[src/include/rob_defs.svh]
`ifndef ROB_DEFS_SVH
`define ROB_DEFS_SVH

// Reorder buffer geometry
`define ROB_SIZE 8
`define ROB_IDX_SIZE 3  // log2 of ROB_SIZE

// Data path
`define GPR_SIZE 32
`define GPR_IDX_SIZE 4  // 16 architectural registers

// Condition flags
`define NZCV_SIZE 4

`endif

[src/logic/isa_pkg.sv]
package isa_pkg;

  // Opcode in bits 31:28 picks the view
  localparam logic [3:0] OPC_ALU = 4'b0001;
  localparam logic [3:0] OPC_BCOND = 4'b0101;

  // One instruction word, two decodings
  typedef union packed {
    // ALU format
    struct packed {
      logic [3:0] opcode;
      logic [3:0] rd;        // Destination register
      logic set_nzcv;        // Write flags on commit
      logic [3:0] rn;        // Source fields, read by the FUs
      logic [3:0] rm;
      logic [14:0] unused;
    } alu;
    // Conditional branch format
    struct packed {
      logic [3:0] opcode;
      logic [3:0] cond;      // ARM condition code
      logic [23:0] offset;   // Target offset, resolved by the FU
    } branch;
  } inst_word_u;

  // Condition code encodings
  localparam logic [3:0] COND_EQ = 4'h0;
  localparam logic [3:0] COND_NE = 4'h1;
  localparam logic [3:0] COND_CS = 4'h2;
  localparam logic [3:0] COND_CC = 4'h3;
  localparam logic [3:0] COND_MI = 4'h4;
  localparam logic [3:0] COND_PL = 4'h5;
  localparam logic [3:0] COND_VS = 4'h6;
  localparam logic [3:0] COND_VC = 4'h7;
  localparam logic [3:0] COND_HI = 4'h8;
  localparam logic [3:0] COND_LS = 4'h9;
  localparam logic [3:0] COND_GE = 4'ha;
  localparam logic [3:0] COND_LT = 4'hb;
  localparam logic [3:0] COND_GT = 4'hc;
  localparam logic [3:0] COND_LE = 4'hd;
  localparam logic [3:0] COND_AL = 4'he;

endpackage

[src/logic/cond_pkg.sv]
`include "rob_defs.svh"

package cond_pkg;

  // Flag positions inside NZCV
  localparam int NZCV_N_BIT = 3;
  localparam int NZCV_Z_BIT = 2;
  localparam int NZCV_C_BIT = 1;
  localparam int NZCV_V_BIT = 0;

  function automatic logic flag_n(input logic [`NZCV_SIZE-1:0] nzcv);
    return nzcv[NZCV_N_BIT];
  endfunction

  function automatic logic flag_z(input logic [`NZCV_SIZE-1:0] nzcv);
    return nzcv[NZCV_Z_BIT];
  endfunction

  function automatic logic flag_c(input logic [`NZCV_SIZE-1:0] nzcv);
    return nzcv[NZCV_C_BIT];
  endfunction

  function automatic logic flag_v(input logic [`NZCV_SIZE-1:0] nzcv);
    return nzcv[NZCV_V_BIT];
  endfunction

  // ARM condition test
  function automatic logic cond_holds(input logic [3:0] cond,
                                      input logic [`NZCV_SIZE-1:0] nzcv);
    logic n;
    logic z;
    logic c;
    logic v;
    logic res;
    n = flag_n(nzcv);
    z = flag_z(nzcv);
    c = flag_c(nzcv);
    v = flag_v(nzcv);
    case (cond)
      4'h0: res = z;                     // EQ
      4'h1: res = !z;                    // NE
      4'h2: res = c;                     // CS
      4'h3: res = !c;                    // CC
      4'h4: res = n;                     // MI
      4'h5: res = !n;                    // PL
      4'h6: res = v;                     // VS
      4'h7: res = !v;                    // VC
      4'h8: res = c && !z;               // HI
      4'h9: res = !c || z;               // LS
      4'ha: res = (n == v);              // GE
      4'hb: res = (n != v);              // LT
      4'hc: res = !z && (n == v);        // GT
      4'hd: res = z || (n != v);         // LE
      default: res = 1'b1;               // AL, and 4'hf behaves the same
    endcase
    return res;
  endfunction

endpackage

[src/logic/dispatch_decoder.sv]
`timescale 1ns/10ps
`include "rob_defs.svh"

module dispatch_decoder (
  input  logic                     in_clk,
  input  logic                     in_rst_n,
  input  logic                     inst_valid,
  input  isa_pkg::inst_word_u      inst_word,
  input  logic                     full,
  output logic                     alloc_req,
  output logic [`GPR_IDX_SIZE-1:0] alloc_gpr,
  output logic                     alloc_set_nzcv,
  output logic                     alloc_is_branch,
  output logic [3:0]               alloc_cond
);
  import isa_pkg::*;

  logic                     dec_known;
  logic                     dec_is_branch;
  logic [`GPR_IDX_SIZE-1:0] dec_gpr;
  logic                     dec_set_nzcv;
  logic [3:0]               dec_cond;
  logic                     accept;

  // Opcode first, then the matching view
  always_comb begin
    dec_known     = 1'b0;
    dec_is_branch = 1'b0;
    dec_gpr       = '0;
    dec_set_nzcv  = 1'b0;
    dec_cond      = COND_AL;
    case (inst_word.alu.opcode)
      OPC_ALU: begin
        dec_known    = 1'b1;
        dec_gpr      = inst_word.alu.rd;
        dec_set_nzcv = inst_word.alu.set_nzcv;
      end
      OPC_BCOND: begin
        dec_known     = 1'b1;
        dec_is_branch = 1'b1;  // No register write
        dec_cond      = inst_word.branch.cond;
      end
      default: dec_known = 1'b0;  // Unknown opcodes dropped
    endcase
  end

  assign accept = inst_valid && !full && dec_known;

  always_ff @(posedge in_clk or negedge in_rst_n) begin
    if (!in_rst_n) begin
      alloc_req <= 1'b0;
    end else begin
      alloc_req <= accept;  // One-cycle request
    end
  end

  always_ff @(posedge in_clk) begin
    if (accept) begin
      alloc_gpr       <= dec_gpr;
      alloc_set_nzcv  <= dec_set_nzcv;
      alloc_is_branch <= dec_is_branch;
      alloc_cond      <= dec_cond;
    end
  end

endmodule

[src/logic/reorder_buffer.sv]
`timescale 1ns/10ps
`include "rob_defs.svh"

module reorder_buffer (
  input  logic                     in_clk,
  input  logic                     in_rst_n,
  // Allocation from dispatch
  input  logic                     alloc_req,
  input  logic [`GPR_IDX_SIZE-1:0] alloc_gpr,
  input  logic                     alloc_set_nzcv,
  input  logic                     alloc_is_branch,
  input  logic [3:0]               alloc_cond,
  output logic [`ROB_IDX_SIZE-1:0] alloc_index,
  output logic                     full,
  // Completion from the FUs
  input  logic                     fu_done,
  input  logic [`ROB_IDX_SIZE-1:0] fu_rob_index,
  input  logic [`GPR_SIZE-1:0]     fu_value,
  input  logic [`NZCV_SIZE-1:0]    fu_nzcv,
  // Head of the buffer, to commit
  output logic                     head_valid,
  output logic [`GPR_IDX_SIZE-1:0] head_gpr,
  output logic [`GPR_SIZE-1:0]     head_value,
  output logic [`NZCV_SIZE-1:0]    head_nzcv,
  output logic                     head_set_nzcv,
  output logic                     head_is_branch,
  output logic [3:0]               head_cond,
  input  logic                     flush
);

  // Full leaves room for the request already in flight
  localparam logic [`ROB_IDX_SIZE:0] FULL_LEVEL = `ROB_SIZE - 1;

  // Per-entry control bits
  logic [`ROB_SIZE-1:0] valid;
  logic [`ROB_SIZE-1:0] done;

  // Per-entry payload
  logic [`GPR_IDX_SIZE-1:0] gpr_mem      [`ROB_SIZE];
  logic                     set_nzcv_mem [`ROB_SIZE];
  logic                     branch_mem   [`ROB_SIZE];
  logic [3:0]               cond_mem     [`ROB_SIZE];
  logic [`GPR_SIZE-1:0]     value_mem    [`ROB_SIZE];
  logic [`NZCV_SIZE-1:0]    nzcv_mem     [`ROB_SIZE];

  logic [`ROB_IDX_SIZE-1:0] head;   // Oldest entry
  logic [`ROB_IDX_SIZE-1:0] tail;   // Next free slot
  logic [`ROB_IDX_SIZE:0]   count;
  logic [`ROB_IDX_SIZE:0]   count_next;
  logic                     complete_ok;

  assign alloc_index = tail;
  assign full        = (count >= FULL_LEVEL);
  assign complete_ok = fu_done && valid[fu_rob_index];  // Stale indices ignored

  // Head is ready once its result is in
  assign head_valid     = valid[head] && done[head];
  assign head_gpr       = gpr_mem[head];
  assign head_value     = value_mem[head];
  assign head_nzcv      = nzcv_mem[head];
  assign head_set_nzcv  = set_nzcv_mem[head];
  assign head_is_branch = branch_mem[head];
  assign head_cond      = cond_mem[head];

  always_comb begin
    count_next = count;
    if (alloc_req) count_next = count_next + 1'b1;
    if (head_valid) count_next = count_next - 1'b1;
  end

  always_ff @(posedge in_clk or negedge in_rst_n) begin
    if (!in_rst_n) begin
      valid <= '0;
      done  <= '0;
      head  <= '0;
      tail  <= '0;
      count <= '0;
    end else if (flush) begin
      // Mispredict, drop every entry including a new allocation
      valid <= '0;
      done  <= '0;
      head  <= '0;
      tail  <= '0;
      count <= '0;
    end else begin
      if (alloc_req) begin
        valid[tail] <= 1'b1;
        done[tail]  <= 1'b0;
        tail        <= tail + 1'b1;
      end
      if (complete_ok) done[fu_rob_index] <= 1'b1;
      if (head_valid) begin  // Pop in program order
        valid[head] <= 1'b0;
        done[head]  <= 1'b0;
        head        <= head + 1'b1;
      end
      count <= count_next;
    end
  end

  always_ff @(posedge in_clk) begin
    if (alloc_req) begin
      gpr_mem[tail]      <= alloc_gpr;
      set_nzcv_mem[tail] <= alloc_set_nzcv;
      branch_mem[tail]   <= alloc_is_branch;
      cond_mem[tail]     <= alloc_cond;
    end
    if (complete_ok) begin
      value_mem[fu_rob_index] <= fu_value;
      nzcv_mem[fu_rob_index]  <= fu_nzcv;
    end
  end

endmodule

[src/logic/commit_unit.sv]
`timescale 1ns/10ps
`include "rob_defs.svh"

module commit_unit (
  input  logic                     in_clk,
  input  logic                     in_rst_n,
  input  logic                     head_valid,
  input  logic [`GPR_IDX_SIZE-1:0] head_gpr,
  input  logic [`GPR_SIZE-1:0]     head_value,
  input  logic [`NZCV_SIZE-1:0]    head_nzcv,
  input  logic                     head_set_nzcv,
  input  logic                     head_is_branch,
  input  logic [3:0]               head_cond,
  output logic                     flush,
  output logic                     commit_valid,
  output logic [`GPR_IDX_SIZE-1:0] commit_gpr,
  output logic [`GPR_SIZE-1:0]     commit_value,
  output logic [`NZCV_SIZE-1:0]    commit_nzcv,
  output logic                     redirect,
  output logic [`GPR_SIZE-1:0]     redirect_pc
);
  import cond_pkg::*;

  localparam int GPR_COUNT = 1 << `GPR_IDX_SIZE;

  logic [`GPR_SIZE-1:0]  arch_regs [GPR_COUNT];  // Architectural register file
  logic [`NZCV_SIZE-1:0] arch_nzcv;
  logic [`NZCV_SIZE-1:0] nzcv_next;
  logic                  write_en;

  // Predicted not-taken, so a holding condition is a mispredict
  assign flush     = head_valid && head_is_branch && cond_holds(head_cond, arch_nzcv);
  assign write_en  = head_valid && !head_is_branch;
  assign nzcv_next = head_set_nzcv ? head_nzcv : arch_nzcv;

  always_ff @(posedge in_clk or negedge in_rst_n) begin
    if (!in_rst_n) begin
      for (int i = 0; i < GPR_COUNT; i++) arch_regs[i] <= '0;
      arch_nzcv    <= '0;
      commit_valid <= 1'b0;
      redirect     <= 1'b0;
    end else begin
      if (write_en) begin
        arch_regs[head_gpr] <= head_value;
        arch_nzcv           <= nzcv_next;
      end
      commit_valid <= write_en;  // Branches never commit
      redirect     <= flush;
    end
  end

  always_ff @(posedge in_clk) begin
    if (write_en) begin
      commit_gpr   <= head_gpr;
      commit_value <= head_value;
      commit_nzcv  <= nzcv_next;  // Flags after this write
    end
    if (flush) redirect_pc <= head_value;  // FU supplies the target
  end

endmodule

[src/logic/rob_core.sv]
`timescale 1ns/10ps
`include "rob_defs.svh"

module rob_core (
  input  logic                     in_clk,
  input  logic                     in_rst_n,
  input  logic                     inst_valid,
  input  isa_pkg::inst_word_u      inst_word,
  output logic                     full,
  output logic                     alloc_req,
  output logic [`ROB_IDX_SIZE-1:0] alloc_index,
  input  logic                     fu_done,
  input  logic [`ROB_IDX_SIZE-1:0] fu_rob_index,
  input  logic [`GPR_SIZE-1:0]     fu_value,
  input  logic [`NZCV_SIZE-1:0]    fu_nzcv,
  output logic                     commit_valid,
  output logic [`GPR_IDX_SIZE-1:0] commit_gpr,
  output logic [`GPR_SIZE-1:0]     commit_value,
  output logic [`NZCV_SIZE-1:0]    commit_nzcv,
  output logic                     redirect,
  output logic [`GPR_SIZE-1:0]     redirect_pc
);

  // Decoder to buffer
  logic [`GPR_IDX_SIZE-1:0] alloc_gpr;
  logic                     alloc_set_nzcv;
  logic                     alloc_is_branch;
  logic [3:0]               alloc_cond;

  // Buffer head to commit
  logic                     head_valid;
  logic [`GPR_IDX_SIZE-1:0] head_gpr;
  logic [`GPR_SIZE-1:0]     head_value;
  logic [`NZCV_SIZE-1:0]    head_nzcv;
  logic                     head_set_nzcv;
  logic                     head_is_branch;
  logic [3:0]               head_cond;
  logic                     flush;

  dispatch_decoder u_decoder (
    .in_clk, .in_rst_n, .inst_valid, .inst_word, .full,
    .alloc_req, .alloc_gpr, .alloc_set_nzcv, .alloc_is_branch, .alloc_cond
  );

  reorder_buffer u_rob (
    .in_clk, .in_rst_n,
    .alloc_req, .alloc_gpr, .alloc_set_nzcv, .alloc_is_branch, .alloc_cond,
    .alloc_index, .full,
    .fu_done, .fu_rob_index, .fu_value, .fu_nzcv,
    .head_valid, .head_gpr, .head_value, .head_nzcv, .head_set_nzcv,
    .head_is_branch, .head_cond, .flush
  );

  commit_unit u_commit (
    .in_clk, .in_rst_n,
    .head_valid, .head_gpr, .head_value, .head_nzcv, .head_set_nzcv,
    .head_is_branch, .head_cond, .flush,
    .commit_valid, .commit_gpr, .commit_value, .commit_nzcv,
    .redirect, .redirect_pc
  );

endmodule

[config.mk]
export PLATFORM = sky130hd
export DESIGN_NAME = rob_core
export DESIGN_NICKNAME = d
export VERILOG_FILES = /design/src/logic/isa_pkg.sv /design/src/logic/cond_pkg.sv /design/src/logic/dispatch_decoder.sv /design/src/logic/reorder_buffer.sv /design/src/logic/commit_unit.sv /design/src/logic/rob_core.sv
export VERILOG_INCLUDE_DIRS = /design/src /design/src/include
export SDC_FILE = /design/constraint.sdc
export NUM_CORES = 1
export LEC_CHECK = 0
export ABC_CLOCK_PERIOD_IN_PS = 4600
export BUFFER_PORTS_ARGS = -buffer_cell sky130_fd_sc_hd__buf_2
export CORE_UTILIZATION = 59
export DETAILED_ROUTE_END_ITERATION = 8
export PLACE_DENSITY_LB_ADDON = 0.2
export SKIP_CTS_REPAIR_TIMING = 1
export SLEW_MARGIN = 20
export SYNTH_ARGS = -nofsm -noshare
export SYNTH_HDL_FRONTEND = slang
export SYNTH_SLANG_ARGS = --single-unit
[constraint.sdc]
create_clock -name in_clk -period 4.6 [get_ports in_clk]
set_input_delay 0.92 -clock in_clk [delete_from_list [all_inputs] [get_ports in_clk]]
set_output_delay 0.92 -clock in_clk [all_outputs]
set_load 0.005 [all_outputs]
# After elaboration in Yosys (flattened, before gate mapping)
# Memory sizes are Yosys's and may differ from the RTL's. A register that Yosys moved wholly into a read port is not among the register bits.
# Cells that the tools add are included.
# word_totals
mem_bits_rw	368
word_cells	118
memories	6
regBits	111
output_inout_bits	79
inputBits	75
mem_bits_ro	0
latchBits	0
# classes
shift	0
n_addsub	4
mul	0
n_bitwise	7
reduce_logical	24
n_div	0
n_eq_ne	17
n_lt_le_gt_ge	7
muxes	37
# memory_table
name	words	width	read_ports	rd_clocked_by_memory_dff	wr	line	rtl
u_rob.value_mem	8	32	1	0	1	reorder_buffer.sv:43	logic [`GPR_SIZE-1:0] value_mem [`ROB_SIZE];
u_rob.cond_mem	8	4	1	0	1	reorder_buffer.sv:42	logic [3:0] cond_mem [`ROB_SIZE];
u_rob.gpr_mem	8	4	1	1	1	reorder_buffer.sv:39	logic [`GPR_IDX_SIZE-1:0] gpr_mem [`ROB_SIZE];
u_rob.nzcv_mem	8	4	1	0	1	reorder_buffer.sv:44	logic [`NZCV_SIZE-1:0] nzcv_mem [`ROB_SIZE];
u_rob.branch_mem	8	1	1	0	1	reorder_buffer.sv:41	logic branch_mem [`ROB_SIZE];
u_rob.set_nzcv_mem	8	1	1	0	1	reorder_buffer.sv:40	logic set_nzcv_mem [`ROB_SIZE];
# ops
cell	n
$mux W8	10
$and A8 B8 Y8	3
$eq A4 B4 Y1 const B	6
$eq A4 B3 Y1 const B	5
$mux W4	4
$not A8 Y8	2
$or A8 B8 Y8	2
$pmux W1 S14	1
$logic_and A1 B1 Y1	12
$lt A3 B4 Y1 const B	3
$mux W1	12
$mux W3	4
$bmux W1 S3	3
$demux W1 S3	3
$ge A3 B1 Y1 const B	3
$eq A4 B1 Y1 const B	2
$eq A4 B2 Y1 const B	2
$add A3 B1 Y3 const B	2
$logic_not A1 Y1	6
$add A4 B1 Y4 const B	1
$ge A4 B3 Y1 const B	1
$logic_not A4 Y1	1
$reduce_bool A2 Y1	2
$sub A4 B1 Y4 const B	1
other kinds (4)	5

# Depth between registers and ports, before layout
# Gate-level depths: netlist (run 1).
# logic_depth
word_depth	14
mapped_depth	11
depth_no_buf	7

# Modules after synthesis
# From an unflattened synthesis (run 1), not the netlist that was laid out.
# hier_totals
hier_cells	1017
hier_area_um2	18431.4
# modules_own_cells
module	seq_area_each_um2	n_inst	cells_each	area_each_um2
reorder_buffer	11701.2	1	885	15427.3
commit_unit	2312.2	1	107	2570.0
dispatch_decoder	325.3	1	25	434.2

# Least setup slack after synthesis (run 1)
# Ideal clock, no wire load.
# synth_timing
path_kind	input to register
startpoint	input port fu_rob_index[0]
endpoint	memory u_rob.nzcv_mem[4][0] (netlist bit) (enable)
stages	5
setup_ps	476
t_required_ps	4124
n_path_buf	1
arrival_ps	4267
slack_ps	-143
path_cell_list	clkbuf_1 -> mux4_2 -> mux2_2 -> nand3_1 -> nor3_1
# synth_between
elab_chain_cells	5
# synth_rtl
item	line	rtl
start, declared	rob_core.sv:13	input logic [`ROB_IDX_SIZE-1:0] fu_rob_index,
$bmux W1 S3	reorder_buffer.sv:54	assign complete_ok = fu_done && valid[fu_rob_index];
$mux W1 (not written as such)	reorder_buffer.sv:54	
$logic_and A1 B1 Y1	reorder_buffer.sv:54	
$mux W1	reorder_buffer.sv:108	if (complete_ok) begin
$mux W1 (not written as such)	reorder_buffer.sv:110	nzcv_mem[fu_rob_index] <= fu_nzcv;
end, declared	reorder_buffer.sv:44	
# Several ways; a longest one is shown, not always the timed one. The select of a mux whose other input is x is not followed.

# Worst setup path in the final report (run 1)
# layout_timing
startpoint	register u_rob.head[0]
endpoint	register u_commit.redirect_pc[3] (enable)
# layout_between
elab_chain_cells	5
word_cells_on_any_way	24
cone_classes	eq/ne: 13; mux: 5; reduce/logical: 4; memory: 2
# layout_rtl
item	line	rtl
start, declared	reorder_buffer.sv:46	logic [`ROB_IDX_SIZE-1:0] head;
start signal, assigned	reorder_buffer.sv:95	head <= head + 1'b1;
branches (longest 4 deep; another with $mem_v2 Z8 W4)	-	
$logic_and A1 B1 Y1 (*)	commit_unit.sv:32	assign flush = head_valid && head_is_branch && cond_holds(head_cond, arch_nzcv);
net flush	rob_core.sv:38	logic flush;
end signal, assigned	commit_unit.sv:58	if (flush) redirect_pc <= head_value;
end, declared	commit_unit.sv:20	output logic [`GPR_SIZE-1:0] redirect_pc
# Mark *: on every way through the listed nets, which the timed path passes. The select of a mux whose other input is x is not followed.
# A chain may end at the register's enable or synchronous reset.

==> flow_metrics.env, run 1 <==
export IMPL_outcome="completed"
export IMPL_synth_cell_types=49
export IMPL_top_level_ports=154
export IMPL_slowest_delay_ns=0.95
export IMPL_ys_seq_area_share_pct=79.9
export IMPL_postRouteAntennaNets=0
export IMPL_port_buffer_count=130
export IMPL_cpMaxStageDelayCell="dfrtp_2"
export IMPL_skew_ns=0.0137
export IMPL_crit_arrival_ns=3.86
export IMPL_grt_max_degree=38
export IMPL_maxCapViolCount=0
export IMPL_crit_fanout=33
export IMPL_synth_edff_count=450
export IMPL_rsz0062_at_grt="no"
export IMPL_die_h_um=176
export IMPL_cts_sinks=483
export IMPL_yosys_warnings=0
export IMPL_cts_max_level=2
export IMPL_wl_per_cell_um=23.8
export IMPL_die_w_um=176
export IMPL_syn_num_nets=1059
export IMPL_synth_area_leader_cell="edfxtp_1"
export IMPL_clk_latency_ns=0.55
export IMPL_ys_seq_elements=483
export IMPL_maxSlewViolCount=0
export IMPL_synth_ff_type="edfxtp_1"
export IMPL_critPathBufInv=3
export IMPL_setup_violations=0
export IMPL_fmax_mhz=276
export IMPL_grtUsageTotal_pct=24.6
export IMPL_synth_top_area_share_pct=75.3
export IMPL_antenna_found_initial=2
export IMPL_hold_path_class="input pin to asynchronous set/reset pin"
export IMPL_dr_pass1_iters=5
export IMPL_ys_top_cells_by_area="edfxtp_1 75%, a22oi_1 4.8%, dfrtp_1 4.6%"
export IMPL_clkTransAtPathRegs_ns=0.06
export IMPL_required_ns=4.84
export IMPL_drc=0
export IMPL_row_count=63
export IMPL_path_cells="buf_4, buf_4, nor3b_2, nor2b_1, a221oi_1, nand2_1, a2111oi_4, or2_2, buf_12"
export IMPL_first_iter_violations=889
export IMPL_cpLargestDelayFamily="flip-flops"
export IMPL_die_area_sq_um=31100
export IMPL_powerDensity_nw_per_um2=551
export IMPL_drive_above_1_share_pct=24.7
export IMPL_hold_violations=0
export IMPL_grt_pass1_wl_um=55900
export IMPL_gp_congestion=0.768
export IMPL_dr_total_vias=9703
export IMPL_period_minus_slack_ns=3.62
export IMPL_final_nets=1220
export IMPL_synthCells=980
export IMPL_n_fill_cell=1905
export IMPL_wirelength_um=37300
export IMPL_viasPerCell=6.19
export IMPL_end_kind="flip-flop"
export IMPL_async_flop_share_pct=6.83
export IMPL_crit_top_cell="buf_4"
export IMPL_syn_area_sq_um=17900
export IMPL_worst_pin_slew_ns=0.993
export IMPL_path_class="flip-flop to flip-flop"
export IMPL_startpoint_type="flip-flop"
export IMPL_dp_hpwl_um=21400
export IMPL_cts_root_buf="clkbuf_16"
export IMPL_max_vdd_ir_drop_mv=0.276
export IMPL_grt_remaining_overflow=0
export IMPL_total_power_mw=11.4
export IMPL_relSlewSlack_pct=33.5
export IMPL_core_area_sq_um=29800
export IMPL_grt_pass1_vias=9436
export IMPL_dp_cells=1484
export IMPL_area_delta_synth_final_pct=14.9
export IMPL_syn_area_per_cell_sq_um=18.3
export IMPL_numCtsBuffers=45
export IMPL_power_leakage_nw=6.93
export IMPL_start_util_pct=60.2
export IMPL_fin_cells=1567
export IMPL_timing_final_crit_share_pct=78.7
export IMPL_cts_tree="done"
export IMPL_clk_path_buf_depth=3
==> layout make-up <==
type	instances	area [sq um]	area share, %
Tap cell	390	488	2.37
Inverter	8	30.0	0.146
Antenna cell	2	5.00	0.0243
Sequential cell	483	14300	69.6
Clock buffer	55	1160	5.65
Multi-Input combinational cell	436	3430	16.6
Timing Repair Buffer	167	941	4.57
Clock inverter	26	211	1.03
==> cell usage in the layout (no fill, tap or decap), types with 12 or more instances in the layout <==
| cell type | count |
|---|---|
| nand2b_1 | 12 |
| nor2_1 | 34 |
| nor4_1 | 13 |
| mux2i_1 | 26 |
| nand3_1 | 17 |
| nand2_1 | 18 |
| clkbuf_16 | 45 |
| a22oi_1 | 114 |
| buf_2 | 130 |
| clkinv_1 | 13 |
| buf_4 | 36 |
| dfrtp_1 | 31 |
| nand4_1 | 28 |
| edfxtp_1 | 450 |
| nor3_1 | 15 |
| mux2_2 | 17 |
| mux4_2 | 19 |
==> synthesized netlist by cell type, types with 4 or more instances <==
master	count
a221oi_1	4
dfrtp_1	33
nand2_1	18
or2_2	4
nor2b_1	10
nor4_1	13
a221o_1	8
and3_1	6
a31oi_1	5
nand3_1	17
xor2_1	5
clkbuf_1	30
edfxtp_1	450
buf_2	10
and2_1	8
buf_1	9
nor3_1	20
mux2i_1	26
a22oi_1	114
nor2_1	46
ha_1	4
a21oi_1	7
o21ai_0	5
inv_1	8
buf_6	4
mux2_2	17
mux4_2	19
nand2b_1	12
nand4_1	28
xnor2_1	8
==> power breakdown <==
| group | total (mW) | leakage [nW] | internal [mW] | switching (mW) |
|---|---|---|---|---|
| combinational | 2.43 | 1.77 | 0.951 | 1.48 |
| sequential | 5.46 | 4.48 | 5.24 | 0.220 |
| clock | 3.48 | 0.675 | 1.97 | 1.51 |
==> cell families (layout without fill, tap and decap cells) <==
kind of cell    after synthesis  after routing  synth area share, %
fa+ha+maj                     4              4                0.279
mux                          64             64                 5.06
compound gates              165            165                 7.04
flops                       483            483                 79.9
xor+xnor                     13             13                0.635
simple gates                190            190                 5.56
buf+inv                      61            256                 1.51
other cells                   0              2                    0
==> flip-flops by register name (all words and copies together) (netlist names), 3 cells and up <==
name / count
u_commit.arch_nzcv: 4
u_commit.commit_gpr: 4
u_commit.commit_nzcv: 4
u_commit.commit_value: 32
u_commit.redirect_pc: 32
u_decoder.alloc_cond: 4
u_decoder.alloc_gpr: 4
u_rob.alloc_index: 3
u_rob.branch_mem: 8
u_rob.cond_mem: 32
u_rob.count: 4
u_rob.done: 8
u_rob.gpr_mem: 32
u_rob.head: 3
u_rob.nzcv_mem: 32
u_rob.set_nzcv_mem: 8
u_rob.valid: 8
u_rob.value_mem: 256
==> worst register-to-register path: cells and delay by family, from the launching register on <==
family	cells	cell delay [ns]
DFF	1	0.95
buffers and inverters	3	0.93
and+or+nand+nor	4	0.78
AOI/OAI and AO/OA	2	0.62
==> per-stage QoR <==
stage	setup slack [ns]	area, sq um	hold slack, ns	TNS [ns]	util (%)
final	0.978	20600	0.444	0	69.2
after global routing	0.768	20600	0.494	0	69.1
after CTS	0.930	20600	0.451	0	69.1
after detailed placement	0.950	19200	0.532	0	64.5
after global placement	1.04	19200	0.533	0	64.5
after floorplan	-0.143	17900	0.508	-10.14	-
==> layer usage <==
| layer | share of wire, % | global-route usage [%] | vias up |
|---|---|---|---|
| met5 | 0.032 | 0 | - |
| met4 | 2.1 | 7.04 | 2 |
| met3 | 6.7 | 3.64 | 63 |
| met2 | 48 | 39.5 | 411 |
| met1 | 43 | 35.5 | 4929 |
| li1 | - | - | 4298 |
==> path summary, 6_finish.rpt <==
kind	from	to	slack, ns	cells after the start
hold reg to reg	u_rob.gpr_mem[1][2]$_DFFE_PP_	u_commit.commit_gpr[2]$_DFFE_PP_	0.55	2
max in group asynchronous	in_rst_n	u_rob.head[2]$_DFFE_PN0P_	3.62	1
setup reg to reg	u_rob.head[0]$_DFFE_PN0P_	u_commit.redirect_pc[3]$_DFFE_PP_	0.98	9
min in group in_clk	u_rob.gpr_mem[1][2]$_DFFE_PP_	u_commit.commit_gpr[2]$_DFFE_PP_	0.55	2
setup / recovery	u_rob.head[0]$_DFFE_PN0P_	u_commit.redirect_pc[3]$_DFFE_PP_	0.98	9
hold / removal	in_rst_n	u_commit.commit_valid$_DFF_PN0_	0.44	1
No activity file was read; power rests on OpenSTA's default activity.
==> run 2: changes to the inputs <==
--- a/config.mk
+++ b/config.mk
@@ -6,9 +6,10 @@
 export SDC_FILE = /design/constraint.sdc
 export NUM_CORES = 1
 export LEC_CHECK = 0
-export ABC_CLOCK_PERIOD_IN_PS = 4600
+export ABC_AREA = 1
+export ABC_CLOCK_PERIOD_IN_PS = 3200
 export BUFFER_PORTS_ARGS = -buffer_cell sky130_fd_sc_hd__buf_2
-export CORE_UTILIZATION = 59
+export CORE_UTILIZATION = 53
 export DETAILED_ROUTE_END_ITERATION = 8
 export PLACE_DENSITY_LB_ADDON = 0.2
 export SKIP_CTS_REPAIR_TIMING = 1
==> constraint.sdc (replaced) <==
create_clock -name in_clk -period 3.2 [get_ports in_clk]
set_input_delay 0.64 -clock in_clk [delete_from_list [all_inputs] [get_ports in_clk]]
set_output_delay 0.64 -clock in_clk [all_outputs]
set_load 0.005 [all_outputs]
==> flow_metrics.env, run 2 <==
export IMPL_outcome="completed"
export IMPL_timing_final_crit_share_pct=89.2
export IMPL_synthSimpleGateAreaFrac_pct=9.83
export IMPL_die_w_um=187
export IMPL_total_power_mw=17.0
export IMPL_cts_tree="done"
export IMPL_power_switching_mw=5.01
export IMPL_port_buffer_count=130
export IMPL_clk_latency_ns=0.55
export IMPL_viasPerCell=5.58
export IMPL_power_frac_clock_pct=31.4
export IMPL_dr_total_vias=10300
export IMPL_wl_per_cell_um=20.9
export IMPL_dr_pass1_iters=5
export IMPL_power_leakage_nw=7.59
export IMPL_area_delta_synth_final_pct=16.0
export IMPL_clk_path_buf_depth=3
export IMPL_worst_pin_slew_ns=0.859
export IMPL_skew_ns=0.0125
export IMPL_synth_ff_type="edfxtp_1"
export IMPL_cts_sinks=483
export IMPL_period_minus_slack_ns=2.85
export IMPL_numCtsBuffers=48
export IMPL_drive_above_1_share_pct=20.6
export IMPL_setup_violations=0
export IMPL_fmax_mhz=350
export IMPL_postRouteAntennaNets=0
export IMPL_power_internal_mw=12.0
export IMPL_syn_area_sq_um=18100
export IMPL_first_iter_violations=921
export IMPL_rr_worst_depth=11
export IMPL_grt_pass1_vias=10200
export IMPL_ys_seq_area_share_pct=79.2
export IMPL_synth_top_area_share_pct=74.6
export IMPL_netlist_top_cells_count="450 x edfxtp_1, 206 x nand2_1, 91 x inv_1"
export IMPL_core_area_sq_um=33600
export IMPL_async_flop_share_pct=6.83
export IMPL_syn_num_nets=1269
export IMPL_row_count=67
export IMPL_yosys_warnings=0
export IMPL_pwr_share_comb_pct=22.8
export IMPL_synth_area_leader_cell="edfxtp_1"
export IMPL_grt_max_degree=42
export IMPL_rr_endpoint="u_commit.commit_value[28]$_DFFE_PP_"
export IMPL_ys_seq_elements=483
export IMPL_synthCells=1190
export IMPL_path_class="flip-flop to flip-flop"
export IMPL_antenna_found_initial=3
export IMPL_die_h_um=187
export IMPL_synthMostInstantiatedCell="edfxtp_1"
export IMPL_powerDensity_nw_per_um2=809
export IMPL_synth_cell_types=39
export IMPL_end_kind="flip-flop"
export IMPL_p_sw_share_pct=29.5
export IMPL_startpoint_type="flip-flop"
export IMPL_start_util_pct=53.9
export IMPL_die_area_sq_um=34900
export IMPL_required_ns=3.39
export IMPL_ys_top_cells_by_area="edfxtp_1 75%, dfrtp_1 4.6%, nand2_1 4.3%"
export IMPL_gp_congestion=0.856
export IMPL_syn_area_per_cell_sq_um=15.2
export IMPL_regMostFlops="u_rob.value_mem"
export IMPL_crit_arrival_ns=3.04
export IMPL_cts_max_level=2
export IMPL_final_nets=1443
export IMPL_max_vdd_ir_drop_mv=0.657
export IMPL_r2r_start="u_rob.head[2]$_DFFE_PN0P_"
export IMPL_grt_remaining_overflow=0
export IMPL_maxCapViolCount=0
export IMPL_seqPwrFrac_pct=45.8
export IMPL_relSlewSlack_pct=42.7
export IMPL_cts_root_buf="clkbuf_16"
export IMPL_drc=0
export IMPL_dp_hpwl_um=21900
export IMPL_wirelength_um=38700
export IMPL_grt_pass1_wl_um=59100
export IMPL_synth_compound_area_share_pct=7.10
export IMPL_crit_fanout=27
export IMPL_maxSlewViolCount=0
export IMPL_largest_register_ffs=256
export IMPL_top_level_ports=154
export IMPL_n_fill_cell=2477
export IMPL_synth_edff_count=450
export IMPL_finalSetupTns_ns=0
export IMPL_clkTransAtPathRegs_ns=0.06
export IMPL_synth_mux_area_share_pct=0.0553
export IMPL_rsz0062_at_grt="no"
export IMPL_grtUsageTotal_pct=22.4
export IMPL_hold_violations=0
export IMPL_rrSetupSlack_ns=0.35
export IMPL_hold_path_class="input pin to asynchronous set/reset pin"
export IMPL_synth_xor_area_share_pct=0.387
export IMPL_mostFrequentLayoutCell="edfxtp_1"
export IMPL_synth_top_family_by_area="simple AND/OR/NAND/NOR gates"
export IMPL_layout_common_cells="450 x edfxtp_1, 206 x nand2_1, 130 x buf_2"
export IMPL_synth_adder_area_share_pct=0.276
-- run 2: changes by cell type after synthesis, sizes merged, moves of 15 or more --
cell    before  now
a22oi      114   46
o21ai        5   36
clkbuf      30   15
mux4        19    0
mux2        17    0
a22o         1   31
nand2       18  218
mux2i       28    1
a221oi       4   34
nor2        46   77
inv          8   99
nor3        20    2
-- run 2: layer usage --
layer / vias up / GRT usage (%) / wire length, um
li1: 4756 / - / -
met1: 5121 / 31.3 / 16700
met2: 369 / 36.6 / 18700
met3: 66 / 3.92 / 2300
met4: 4 / 6.40 / 876
met5: - / 0 / 26
-- run 2: how the worst max path moves through the flow --
stage                                          end  cells past startpoint                      start  slack [ns]
6_report       u_commit.commit_value[28]$_DFFE_PP_                     11  u_rob.head[2]$_DFFE_PN0P_        0.35
5_1_grt        u_commit.commit_value[31]$_DFFE_PP_                     10  u_rob.head[1]$_DFFE_PN0P_        0.18
2_1_floorplan       u_rob.nzcv_mem[0][0]$_DFFE_PP_                      8            fu_rob_index[2]        0.59
4_1_cts        u_commit.commit_value[28]$_DFFE_PP_                     13  u_rob.head[2]$_DFFE_PN0P_        0.37
3_3_place_gp    u_commit.commit_value[1]$_DFFE_PP_                     10  u_rob.head[1]$_DFFE_PN0P_        0.40
3_5_place_dp    u_commit.commit_value[2]$_DFFE_PP_                     10  u_rob.head[1]$_DFFE_PN0P_        0.38
-- run 2: stage by stage --
step	cells	instance area [sq um]	utilization, %	worst slack, ns	hold WS (ns)
final	1850	21000	62.5	0.346	0.205
after global placement	1762	19500	58.0	0.401	0.463
after floorplan	1190	18100	-	0.590	0.344
after detailed placement	1762	19500	58.0	0.381	0.471
after CTS	1848	21000	62.5	0.371	0.217
after global routing	1848	21000	62.5	0.182	0.255
-- run 2: cell families (layout without fill, tap and decap cells) --
logic type	Yosys count	in the layout
other cells	0	2
xor+xnor	8	8
simple gates	376	376
mux	1	1
buf+inv	141	351
fa+ha+maj	4	4
flops	483	483
compound gates	177	177
-- run 2: cell type report --
| type | instances | area (sq um) | area share (%) |
|---|---|---|---|
| multi-input cells | 566 | 3190 | 15.2 |
| repair buffers | 165 | 1040 | 4.94 |
| clock buffers | 64 | 1280 | 6.10 |
| inverters | 100 | 377 | 1.79 |
| clock inverters | 22 | 218 | 1.04 |
| flip-flops and latches | 483 | 14300 | 68.2 |
| diodes | 2 | 5.00 | 0.0238 |
| well taps | 448 | 561 | 2.67 |
-- run 2: power groups by stage --
stage / Sequential, mW / Combinational, mW / Clock (mW)
final: 7.78 / 3.87 / 5.34
after global routing: 7.82 / 4.29 / 5.66
after CTS: 7.78 / 3.90 / 5.41
after detailed placement: 7.91 / 3.88 / 0
after global placement: 7.89 / 3.83 / 0
after floorplan: 7.88 / 2.62 / 0
-- run 2: critical path: stages, from the launching register on --
cell,delay [ns]
dfrtp_1,0.52
inv_2,0.12
nor2_4,0.21
nand2_2,0.23
o22ai_1,0.21
a21oi_1,0.07
nand3_2,0.10
nand2_4,0.07
inv_1,0.22
nand2_1,0.21
inv_2,0.10
buf_4,0.39
